### config.mk
export PLATFORM = sky130hd
export DESIGN_NAME = com_link
export DESIGN_NICKNAME = d
export VERILOG_FILES = /design/src/common/com_pkg.sv /design/src/com_rxf/com_rxf.sv /design/src/com_txf/com_txf.sv /design/src/logic/com_cmd_decode.sv /design/src/logic/com_link.sv
export SDC_FILE = /design/constraint.sdc
export NUM_CORES = 1
export LEC_CHECK = 0
export ABC_AREA = 0
export BUFFER_PORTS_ARGS = -buffer_cell sky130_fd_sc_hd__buf_2
export CAP_MARGIN = 20
export CORE_ASPECT_RATIO = 1.25
export CORE_MARGIN = 1
export CORE_UTILIZATION = 35
export DETAILED_ROUTE_END_ITERATION = 16
export PLACE_DENSITY = 0.58
export SYNTH_ARGS = -nofsm -noshare
export SYNTH_HDL_FRONTEND = slang
export SYNTH_SLANG_ARGS = --single-unit
export TNS_END_PERCENT = 10
### constraint.sdc
create_clock -name clk -period 2.56 [get_ports clk]
set_input_delay 0.64 -clock clk [delete_from_list [all_inputs] [get_ports clk]]
set_output_delay 0.64 -clock clk [all_outputs]
set_load 0.05 [all_outputs]
### src/common/com_pkg.sv
package com_pkg;

    // first byte of every frame, the receiver locks on it
    localparam logic [7:0] SYNC_BYTE = 8'h01;

    typedef enum logic [1:0] {
        OP_NOP   = 2'd0,
        OP_LOAD  = 2'd1,  // append data to the payload buffer
        OP_SEND  = 2'd2,  // start a frame from the buffer
        OP_CLEAR = 2'd3   // empty the buffer
    } cmd_op_t;

    typedef struct packed {
        cmd_op_t    op;
        logic [7:0] data;
    } com_cmd_t;

    // transmitter, one line bit per clock in SYNC, DATA and GUARD
    typedef enum logic [2:0] {
        IDLE  = 3'd0,
        SYNC  = 3'd1,
        DATA  = 3'd2,
        GUARD = 3'd3,
        DONE  = 3'd4
    } tx_state_t;

    typedef enum logic [1:0] {
        HUNT  = 2'd0,  // collecting the sync byte
        BYTES = 2'd1,
        END   = 2'd2
    } rx_state_t;

    typedef struct packed {
        logic       sync_ok;
        logic [7:0] byte_count;
        logic       short_byte;  // frame stopped part way into a byte
    } rx_status_t;

endpackage

### src/com_rxf/com_rxf.sv
`timescale 1ns/1ps

module com_rxf #(
    parameter int GUARD_BITS = 8
) (
    input  logic                clk,
    input  logic                rst,
    input  logic                line_en,
    input  logic                line_data,
    output logic                rx_byte_valid,
    output logic [7:0]          rx_byte,
    output logic                frame_valid,
    output com_pkg::rx_status_t frame_status
);
    import com_pkg::*;

    // enough for sync, 255 payload bytes and the guard
    localparam int CNT_W     = $clog2(8 * 256 + GUARD_BITS + 1);
    localparam int TAIL_BITS = 8 + GUARD_BITS;  // line bits that carry no payload

    rx_state_t        state;
    logic [CNT_W-1:0] bit_cnt;  // line bits seen in this frame
    logic [CNT_W-1:0] payload_bits;
    logic [7:0]       shreg;
    logic [7:0]       next_byte;
    logic             sync_ok;
    logic             byte_done;
    logic             frame_end;

    assign next_byte = {shreg[6:0], line_data};
    assign byte_done = line_en && (bit_cnt[2:0] == 3'd7);
    assign frame_end = !line_en && (bit_cnt != '0) && (state != END);

    // guard length is known, so the tail is taken off the bit count
    assign payload_bits = (bit_cnt >= CNT_W'(TAIL_BITS)) ? bit_cnt - CNT_W'(TAIL_BITS) : '0;

    always_ff @(posedge clk or posedge rst) begin
        if (rst) begin
            state         <= HUNT;
            bit_cnt       <= '0;
            sync_ok       <= 1'b0;
            rx_byte_valid <= 1'b0;
            frame_valid   <= 1'b0;
        end else begin
            rx_byte_valid <= 1'b0;
            frame_valid   <= frame_end;
            if (line_en) begin
                bit_cnt <= bit_cnt + 1'b1;
            end
            case (state)
                HUNT: begin
                    if (byte_done) begin
                        sync_ok <= (next_byte == SYNC_BYTE);
                        state   <= BYTES;
                    end else if (frame_end) begin
                        state <= END;  // frame shorter than the sync byte
                    end
                end
                BYTES: begin
                    // guard bytes get strobed too, end of frame is not known yet
                    if (byte_done) begin
                        rx_byte_valid <= sync_ok;
                    end else if (frame_end) begin
                        state <= END;
                    end
                end
                END: begin
                    bit_cnt <= '0;
                    sync_ok <= 1'b0;
                    state   <= HUNT;
                end
                default: begin
                    state <= HUNT;
                end
            endcase
        end
    end

    always_ff @(posedge clk) begin
        if (line_en) begin
            shreg <= next_byte;
        end
        if (byte_done) begin
            rx_byte <= next_byte;
        end
        if (frame_end) begin
            frame_status.sync_ok    <= sync_ok;
            frame_status.byte_count <= sync_ok ? payload_bits[10:3] : 8'd0;
            frame_status.short_byte <= |payload_bits[2:0];
        end
    end

    // status only goes out once the transmitter has released the line
    a_status_after_frame: assert property (@(posedge clk) disable iff (rst)
        frame_valid |-> !line_en);

endmodule

### src/com_txf/com_txf.sv
`timescale 1ns/1ps

module com_txf #(
    parameter int GUARD_BITS = 8
) (
    input  logic       clk,
    input  logic       rst,
    input  logic       tx_start,
    input  logic [7:0] tx_byte,
    input  logic       tx_last,
    output logic       byte_next,
    output logic       tx_done,
    output logic       line_en,
    output logic       line_data
);
    import com_pkg::*;

    localparam int GW = (GUARD_BITS > 1) ? $clog2(GUARD_BITS) : 1;

    tx_state_t     state;
    logic [2:0]    bit_cnt;    // bit slot within the current byte
    logic [GW-1:0] guard_cnt;
    logic [7:0]    shreg;
    logic          last_q;     // shreg holds the final payload byte
    logic          shifting;
    logic          boundary;

    assign shifting = (state == SYNC) || (state == DATA);
    assign boundary = shifting && (bit_cnt == 3'd7);

    // after sync always fetch, after a payload byte only if more follow
    assign byte_next = boundary && !((state == DATA) && last_q);

    assign line_en   = shifting || (state == GUARD);
    assign line_data = shifting && shreg[7];  // msb first, zeros in guard
    assign tx_done   = (state == DONE);

    always_ff @(posedge clk or posedge rst) begin
        if (rst) begin
            state     <= IDLE;
            bit_cnt   <= '0;
            guard_cnt <= '0;
            last_q    <= 1'b0;
        end else begin
            case (state)
                IDLE: begin
                    if (tx_start) begin
                        state   <= SYNC;
                        bit_cnt <= '0;
                    end
                end
                SYNC, DATA: begin
                    bit_cnt <= bit_cnt + 3'd1;  // wraps at each byte
                    if (byte_next) begin
                        state  <= DATA;
                        last_q <= tx_last;
                    end else if (boundary) begin
                        state     <= GUARD;
                        guard_cnt <= '0;
                    end
                end
                GUARD: begin
                    guard_cnt <= guard_cnt + 1'b1;
                    if (guard_cnt == GW'(GUARD_BITS - 1)) begin
                        state <= DONE;
                    end
                end
                DONE: begin
                    state <= IDLE;
                end
                default: begin
                    state <= IDLE;
                end
            endcase
        end
    end

    always_ff @(posedge clk) begin
        if ((state == IDLE) && tx_start) begin
            shreg <= SYNC_BYTE;
        end else if (byte_next) begin
            shreg <= tx_byte;
        end else begin
            shreg <= {shreg[6:0], 1'b0};
        end
    end

    // frame enable drops only once the whole guard period went out
    a_line_en_fall: assert property (@(posedge clk) disable iff (rst)
        $fell(line_en) |-> $past((state == GUARD) && (guard_cnt == GW'(GUARD_BITS - 1))));

    // decode keeps new sends away while a frame is on the line
    a_start_in_idle: assert property (@(posedge clk) disable iff (rst)
        tx_start |-> (state == IDLE));

endmodule

### src/logic/com_cmd_decode.sv
`timescale 1ns/1ps

module com_cmd_decode #(
    parameter int MAX_BYTES = 16
) (
    input  logic              clk,
    input  logic              rst,
    input  logic              cmd_valid,
    input  com_pkg::com_cmd_t cmd,
    input  logic              tx_done,
    input  logic              byte_next,
    output logic              tx_start,
    output logic [7:0]        tx_byte,
    output logic              tx_last,
    output logic              busy,
    output logic              cmd_error
);
    import com_pkg::*;

    localparam int CW = $clog2(MAX_BYTES + 1);
    localparam int PW = (MAX_BYTES > 1) ? $clog2(MAX_BYTES) : 1;

    logic [7:0]    buf_mem [MAX_BYTES];
    logic [CW-1:0] fill;    // bytes held in the buffer
    logic [PW-1:0] rd_ptr;
    logic          full;
    logic          empty;
    logic          load_ok;
    logic          send_ok;
    logic          clear_ok;
    logic          reject;

    assign full  = (fill == CW'(MAX_BYTES));
    assign empty = (fill == '0);

    always_comb begin
        load_ok  = 1'b0;
        send_ok  = 1'b0;
        clear_ok = 1'b0;
        reject   = 1'b0;
        if (cmd_valid) begin
            case (cmd.op)
                OP_LOAD: begin
                    reject  = busy || full;
                    load_ok = !(busy || full);
                end
                OP_SEND: begin
                    reject  = busy || empty;
                    send_ok = !(busy || empty);
                end
                OP_CLEAR: begin
                    reject   = busy;
                    clear_ok = !busy;
                end
                default: begin
                    reject = 1'b0;  // nop is always fine
                end
            endcase
        end
    end

    always_ff @(posedge clk or posedge rst) begin
        if (rst) begin
            tx_start  <= 1'b0;
            cmd_error <= 1'b0;
            busy      <= 1'b0;
            fill      <= '0;
            rd_ptr    <= '0;
        end else begin
            tx_start  <= send_ok;
            cmd_error <= reject;
            if (send_ok) begin
                busy <= 1'b1;
            end else if (tx_done) begin
                busy <= 1'b0;
            end
            if (clear_ok) begin
                fill <= '0;
            end else if (load_ok) begin
                fill <= fill + 1'b1;
            end
            // hold on the last byte so the pointer never leaves the buffer
            if (send_ok) begin
                rd_ptr <= '0;
            end else if (byte_next && !tx_last) begin
                rd_ptr <= rd_ptr + 1'b1;
            end
        end
    end

    always_ff @(posedge clk) begin
        if (load_ok) begin
            buf_mem[PW'(fill)] <= cmd.data;
        end
    end

    assign tx_byte = buf_mem[rd_ptr];
    assign tx_last = ((CW'(rd_ptr) + CW'(1)) == fill);

    // a full buffer never takes another byte
    a_no_write_when_full: assert property (@(posedge clk) disable iff (rst)
        full |=> (fill <= $past(fill)));

    // transmitter may only finish or fetch while a send is outstanding
    a_tx_inside_busy: assert property (@(posedge clk) disable iff (rst)
        (tx_done || byte_next) |-> busy);

endmodule

### src/logic/com_link.sv
`timescale 1ns/1ps

module com_link #(
    parameter int MAX_BYTES  = 16,
    parameter int GUARD_BITS = 8
) (
    input  logic                clk,
    input  logic                rst,
    input  logic                cmd_valid,
    input  com_pkg::com_cmd_t   cmd,
    output logic                busy,
    output logic                cmd_error,
    output logic                line_en,
    output logic                line_data,
    output logic                rx_byte_valid,
    output logic [7:0]          rx_byte,
    output logic                frame_valid,
    output com_pkg::rx_status_t frame_status
);

    logic       tx_start;
    logic [7:0] tx_byte;
    logic       tx_last;
    logic       byte_next;
    logic       tx_done;

    com_cmd_decode #(
        .MAX_BYTES (MAX_BYTES)
    ) cmd_decode_inst (
        .clk       (clk),
        .rst       (rst),
        .cmd_valid (cmd_valid),
        .cmd       (cmd),
        .tx_done   (tx_done),
        .byte_next (byte_next),
        .tx_start  (tx_start),
        .tx_byte   (tx_byte),
        .tx_last   (tx_last),
        .busy      (busy),
        .cmd_error (cmd_error)
    );

    com_txf #(
        .GUARD_BITS (GUARD_BITS)
    ) txf_inst (
        .clk       (clk),
        .rst       (rst),
        .tx_start  (tx_start),
        .tx_byte   (tx_byte),
        .tx_last   (tx_last),
        .byte_next (byte_next),
        .tx_done   (tx_done),
        .line_en   (line_en),
        .line_data (line_data)
    );

    // receiver listens to the same line that leaves the chip
    com_rxf #(
        .GUARD_BITS (GUARD_BITS)
    ) rxf_inst (
        .clk           (clk),
        .rst           (rst),
        .line_en       (line_en),
        .line_data     (line_data),
        .rx_byte_valid (rx_byte_valid),
        .rx_byte       (rx_byte),
        .frame_valid   (frame_valid),
        .frame_status  (frame_status)
    );

endmodule

==> results of run 1 <==
## worst max-delay path, cell delays in order, from the launching register on
cell and delay [ns]:
dfrtp_2 0.49, xnor2_1 0.16, nor2_2 0.19, and2_1 0.27
buf_4 0.24
## metrics by stage
step | std cells | power, mW | worst slack [ns]
finish | 883 | 8.389 | 0.1311
global route | 883 | 8.748 | 0.03071
detailed placement | 851 | 5.889 | 0.2381
CTS | 883 | 8.489 | 0.05126
floorplan | 515 | 5.445 | 0.1641
global placement | 851 | 5.841 | 0.2218
## registers in the layout, indices dropped and copies added (netlist names), 4 cells and up
name / count
rxf_inst.shreg: 7
cmd_decode_inst.rd_ptr: 4
rxf_inst.bit_cnt: 12
cmd_decode_inst.fill: 5
rxf_inst.frame_status: 10
txf_inst.shreg: 8
cmd_decode_inst.buf_mem: 128
rxf_inst.rx_byte: 8
## power by group through the flow
stage                     clock, mW  sequential (mW)  combinational [mW]
after CTS                      2.66             4.03                1.80
final                          2.60             4.02                1.77
after global routing           2.79             4.06                1.89
after floorplan                   0             4.28                1.16
after global placement            0             4.09                1.75
after detailed placement          0             4.10                1.79
## layout by cell type, fill, tap and decap left out, types with 3 or more instances in the layout
cell / instances
nor2b_1: 12
inv_1: 13
edfxtp_1: 153
nor3_1: 6
buf_2: 35
mux4_2: 25
a21oi_1: 15
o21ai_0: 8
mux2i_1: 12
ha_1: 16
a22o_1: 11
inv_8: 6
nand4_1: 6
dfxtp_1: 8
or4_1: 3
xor2_1: 11
mux4_1: 8
nand2_1: 23
nor4_1: 4
or3_1: 4
clkbuf_16: 17
dfrtp_1: 37
nand3_1: 4
and2_1: 3
a211oi_1: 7
xnor2_1: 12
buf_4: 38
nor2_1: 50
## cells by family (layout without fill, tap and decap cells)
logic type                 Yosys count  after routing  synth area share [%]
muxes                               47             47                 10.97
buffers and inverters               38            118                 2.503
AOI/OAI and AO/OA                   58             58                 4.932
and+or+nand+nor                    133            133                 8.125
xor gates and xnor gates            23             23                 2.413
DFF                                200            200                 68.66
adders and majority gates           16             16                 2.398
## cell type report
cell class | instances | area (µm²)
clock buffer | 17 | 425.4
inverter | 13 | 48.80
timing repair buffer | 73 | 460.4
tap | 288 | 360.3
sequential | 200 | 5733
clock inverter | 15 | 151.4
multi-input combinational | 277 | 2416
fill | 2061 | 13600
## metal layers
| layer | wire length [µm] | vias up | track usage, % |
|---|---|---|---|
| li1 | - | 2098 | - |
| met1 | 7160 | 2338 | 17.53 |
| met2 | 8194 | 102 | 23.77 |
| met3 | 557 | 22 | 3.426 |
| met4 | 313 | 0 | 5.449 |
| met5 | 0 | - | 0 |
## path summary, 6_finish.rpt
check                      slack [ns]                               endpoint
setup / recovery                 0.13                              line_data
hold / removal                   0.32    cmd_decode_inst.cmd_error$_DFF_PP0_
setup reg to reg                 0.29           txf_inst.shreg[2]$_SDFF_PP0_
hold reg to reg                  0.46           txf_inst.shreg[4]$_SDFF_PP0_
max in group asynchronous        1.84  cmd_decode_inst.rd_ptr[0]$_DFFE_PP0P_
min in group clk                 0.46           txf_inst.shreg[4]$_SDFF_PP0_
## timing repair
action,in CTS,in global routing
endpoints found under the setup margin,1,1
resized for setup,2,1
hold endpoints to repair,0,0
==> run metrics, run 1 <==
Setup TNS 0 ns; fin crit share 94.88%; initial antenna violation count 0; final setup fails 0; Post-CTS Setup Inserts 0; synth unique cells 60; root buffer cell clkbuf_16; Die Span X about 140 µm; mean area per synthesized cell 16.21 µm²; CTS H-tree lvls 4; Final Wtd Congestion about 0.8; Sw Ratio between 30% and 40%; Critical Path Sink Type primary output; Post-Synthesis Cells a little over 500; hold crit path type in -> async; Crit Path Category reg -> out; most common cell in the synthesized netlist edfxtp_1; Max Slew Vio Count 0; antenna viol nets, final 0; Antenna diodes 0; FFs w/ async S/R, synth 19.50%; synth warn 0; mapped cell area 0.008347 mm²; RSZ-0062 raised after global routing false; Worst slew margin 37.51%; fin area around 0.0096 mm²; Die H roughly 170 µm; Post-synth top cells edfxtp_1, nor2_1, dfrtp_1, mux4_2, nand2_1; CTS sink cnt 200; DP HPWL 10990 µm; hold_ws 0.3199 ns; CTS tree built; Via Count between 4000 and 5000; global-route wire length before repair 25610 µm; Starting DRT DRC Count approximately 270; largest net degree at the start of global routing 40; Synth area leaders edfxtp_1, dfrtp_1, mux4_2; share of layout cells above drive strength 1 24.03%; CTS clk-pin slew, worst paths 0.07 ns; CTS Buf Count 17; Sequential Power Share a little under half; Final Core Density about two fifths; drt pass-1 iters 4; Max Fanout on Critical Path 12; Worst EP required 1.92 ns; PwrDens between 800 and 900 mW/mm²; status finished clean; Die Area 0.02447 mm²; worst reg2reg path depth 6; Top FF cell, synth edfxtp_1; GR Util All Layers about 14%; DRC violations left 0; P_int ~6 mW; starting density of the core a little over a third; NumNets Final between 600 and 700; crit path launch txf_inst.state[1]$_DFFE_PP0P_; Core Box Area approximately 0.023 mm²; # rows 62; fmax 411.7 MHz; Clk Latency, worst-skew pair around 0.44 ns; worst slew pin tran ~0.94 ns; combinational power share a little over a fifth; area post-placement 0.009012 mm²; final hold vios 0; Post-Route WL 16230 µm; clk_skew about 0.011 ns; post-synthesis sequential area ratio between 60% and 70%; CTS hold repair buffers 0; global route overflow 0; post-synth top area cell edfxtp_1; CP startpoint kind register; syn_nets ~540; Seq cells post-synth 200; Via density roughly 5.2; wire per inst between 15 and 20 µm; critical path data arrival time around 1.8 ns; VDD IR max about 0.46 mV; IO Port Bufs 36; number of synthesized flops with an enable pin about 150; leakage power 3.593 nW; reg2reg start cmd_decode_inst.rd_ptr[0]$_DFFE_PP0P_; NetSw ~2.6 mW; max cap viols 0; top cell type's share of synthesized area a little under three fifths; Max Root-Sink Buffers 2; Clock power frac between 30% and 40%; crit path time final between 2 and 2.5 ns; I/O pins 37; synth-to-layout area growth 14.96%; vias in the first global route around 4700
No activity file was read; power rests on OpenSTA's default activity.
==> run 2: changes to the inputs <==
- CORE_UTILIZATION: 35 -> 61
- PLACE_DENSITY: 0.58 -> 0.87
- RECOVER_POWER: not set -> 100
==> run metrics, run 2 (synthesized netlist as in run 1, its figures left out) <==
status finished clean; Die Span X 106.6 µm (-24%); final hold vios 0 (unchanged); CP peak stage delay 0.50 ns (about the same); vias in the first global route 4785 (+2.8%); CTS H-tree lvls 4 (unchanged); Via Count 4709 (+3.3%); RSZ-0062 raised after global routing false; Setup TNS 0 ns (unchanged); Clk Latency, worst-skew pair 0.43 ns (about the same); global-route wire length before repair 26390 µm (+3.0%); max cap viols 0 (unchanged); fin crit share 94.77% (-0.10 points); Final Core Density 69.99% (+29 points); Max Slew Vio Count 0 (unchanged); CTS sink cnt 200 (unchanged); CP startpoint kind register; GR met1 Demand/Resource 32.34% (+15 points); Crit-path slowest cell dfrtp_2; fmax 412.2 MHz (+0.11%); I/O pins 37 (unchanged); GR Util All Layers 25.58% (+11 points); total power draw 8.451 mW (+0.73%); dpl ws 0.08406 ns (-0.1540 ns); IO Port Bufs 36 (unchanged); Worst slew margin 32.78% (-4.7 points); Max Root-Sink Buffers 2 (unchanged); VDD IR max 0.6850 mV (+48%); wire per inst 22.22 µm (+21%); crit path time final 2.426 ns (-0.002641 ns); slack of the critical path 0.1338 ns (+0.002641 ns); most frequent cells in the layout edfxtp_1, nor2_1, clkbuf_1, dfrtp_1, mux4_2; share of layout cells above drive strength 1 15.67% (-8.4 points); CTS clk-pin slew, worst paths 0.07 ns (about the same); Worst EP required 1.92 ns (about the same); most used routing layer met2; final setup fails 0 (unchanged); hold crit path type reg -> reg; Crit Path Category reg -> out; Critical Path Sink Type primary output; antenna viol nets, final 0 (unchanged); initial antenna violation count 0 (unchanged); Antenna diodes 0 (unchanged); hold_ws 0.4618 ns (+0.1419 ns); Post-Route WL 16850 µm (+3.8%); Die H 132.8 µm (-24%); # rows 47 (-24%); filler instances 866 (-58%); cell breakdown of the critical path xnor2_1 > nor2_2 > and2_1 > buf_4; Largest register FFs 128 (unchanged); critical path's top delay family flip-flops; Die Area 0.01416 mm² (-42%); clk_skew 0.005483 ns (-0.005114 ns); PwrDens 908.5 mW/mm² (+3.9%); Largest Register cmd_decode_inst.buf_mem; DRC violations left 0 (unchanged); CTS Buf Count 17 (unchanged); DP HPWL 10920 µm (-0.65%); Max Fanout on Critical Path 12 (unchanged); Core Box Area 0.01329 mm² (-43%); synth-to-layout area growth 11.44%; Global Route met3 Usage 4.926% (+1.5 points); global route overflow 0 (unchanged); CTS tree built; starting density of the core 62.80% (+27 points); NumNets Final 603 (-1.3%); commonest non-fill, non-tap cell in the layout edfxtp_1; largest net degree at the start of global routing 40 (unchanged); drt pass-1 iters 5 (+1); Via density 6.212 (+20%); leakage power 3.407 nW (-5.2%); critical path data arrival time 1.79 ns (about the same); root buffer cell clkbuf_16; Final Wtd Congestion 0.8380 (+6.0%); met2 Use GR 44.05% (+20 points); biggest regs cmd_decode_inst.buf_mem (128), rxf_inst.bit_cnt (12), rxf_inst.frame_status (10); Starting DRT DRC Count 359 (+32%); Worst Path Buf+Inv 1 (unchanged); worst slew pin tran 1.008 ns (+0.07097 ns)
==> run 2: final cells by class <==
class / count / area [µm²] / area share (%)
inverters: 13 / 48.80 / 0.5246
well taps: 171 / 214.0 / 2.300
multi-input cells: 277 / 2426 / 26.08
clock buffers: 19 / 432.9 / 4.654
flip-flops and latches: 200 / 5734 / 61.65
repair buffers: 65 / 300.3 / 3.228
clock inverters: 13 / 145.1 / 1.560
==> run 2: routing by layer <==
| metal | up-vias | wire [µm] | part of all wire, % |
|---|---|---|---|
| met5 | - | 0 | 0 |
| met4 | 0 | 418 | 2.5 |
| met3 | 31 | 958 | 5.7 |
| met2 | 206 | 9066 | 54 |
| met1 | 2387 | 6401 | 38 |
| li1 | 2085 | - | - |
==> run 2: path summary, 6_finish.rpt <==
kind / startpoint / depth (start not counted) / endpoint / slack, ns
max: txf_inst.state[0]$_DFFE_PP0P_ / 4 / line_data / 0.13
min: txf_inst.shreg[3]$_SDFF_PP0_ / 1 / txf_inst.shreg[4]$_SDFF_PP0_ / 0.46
max reg2reg: cmd_decode_inst.fill[0]$_DFFE_PP0P_ / 6 / cmd_decode_inst.buf_mem[11][3]$_DFFE_PP_ / 0.14
min reg2reg: txf_inst.shreg[3]$_SDFF_PP0_ / 1 / txf_inst.shreg[4]$_SDFF_PP0_ / 0.46
max in group asynchronous: rst / 3 / txf_inst.state[1]$_DFFE_PP0P_ / 1.38
min in group asynchronous: rst / 3 / cmd_decode_inst.cmd_error$_DFF_PP0_ / 0.51
==> run 2: timing repair <==
action | CTS | global route
setup endpoints to repair | 1 | 9
setup buffers | 0 | 0
resized for setup | 3 | 3
endpoints found under the hold margin | 0 | 0
pin swaps | 0 | 0
hold buffers | 0 | 0
==> run 2: per-stage QoR <==
stage               instance area, µm²  instances
CTS                               9395        758
detailed placement                8806        726
floorplan                         8347        515
global route                      9301        758
finish                            9301        758
global placement                  8806        726
==> run 2: report_power, final <==
group          total (mW)  switching, mW  internal (mW)
sequential           4.05          0.253           3.80
combinational        1.77           1.09          0.683
clock                2.63           1.17           1.45
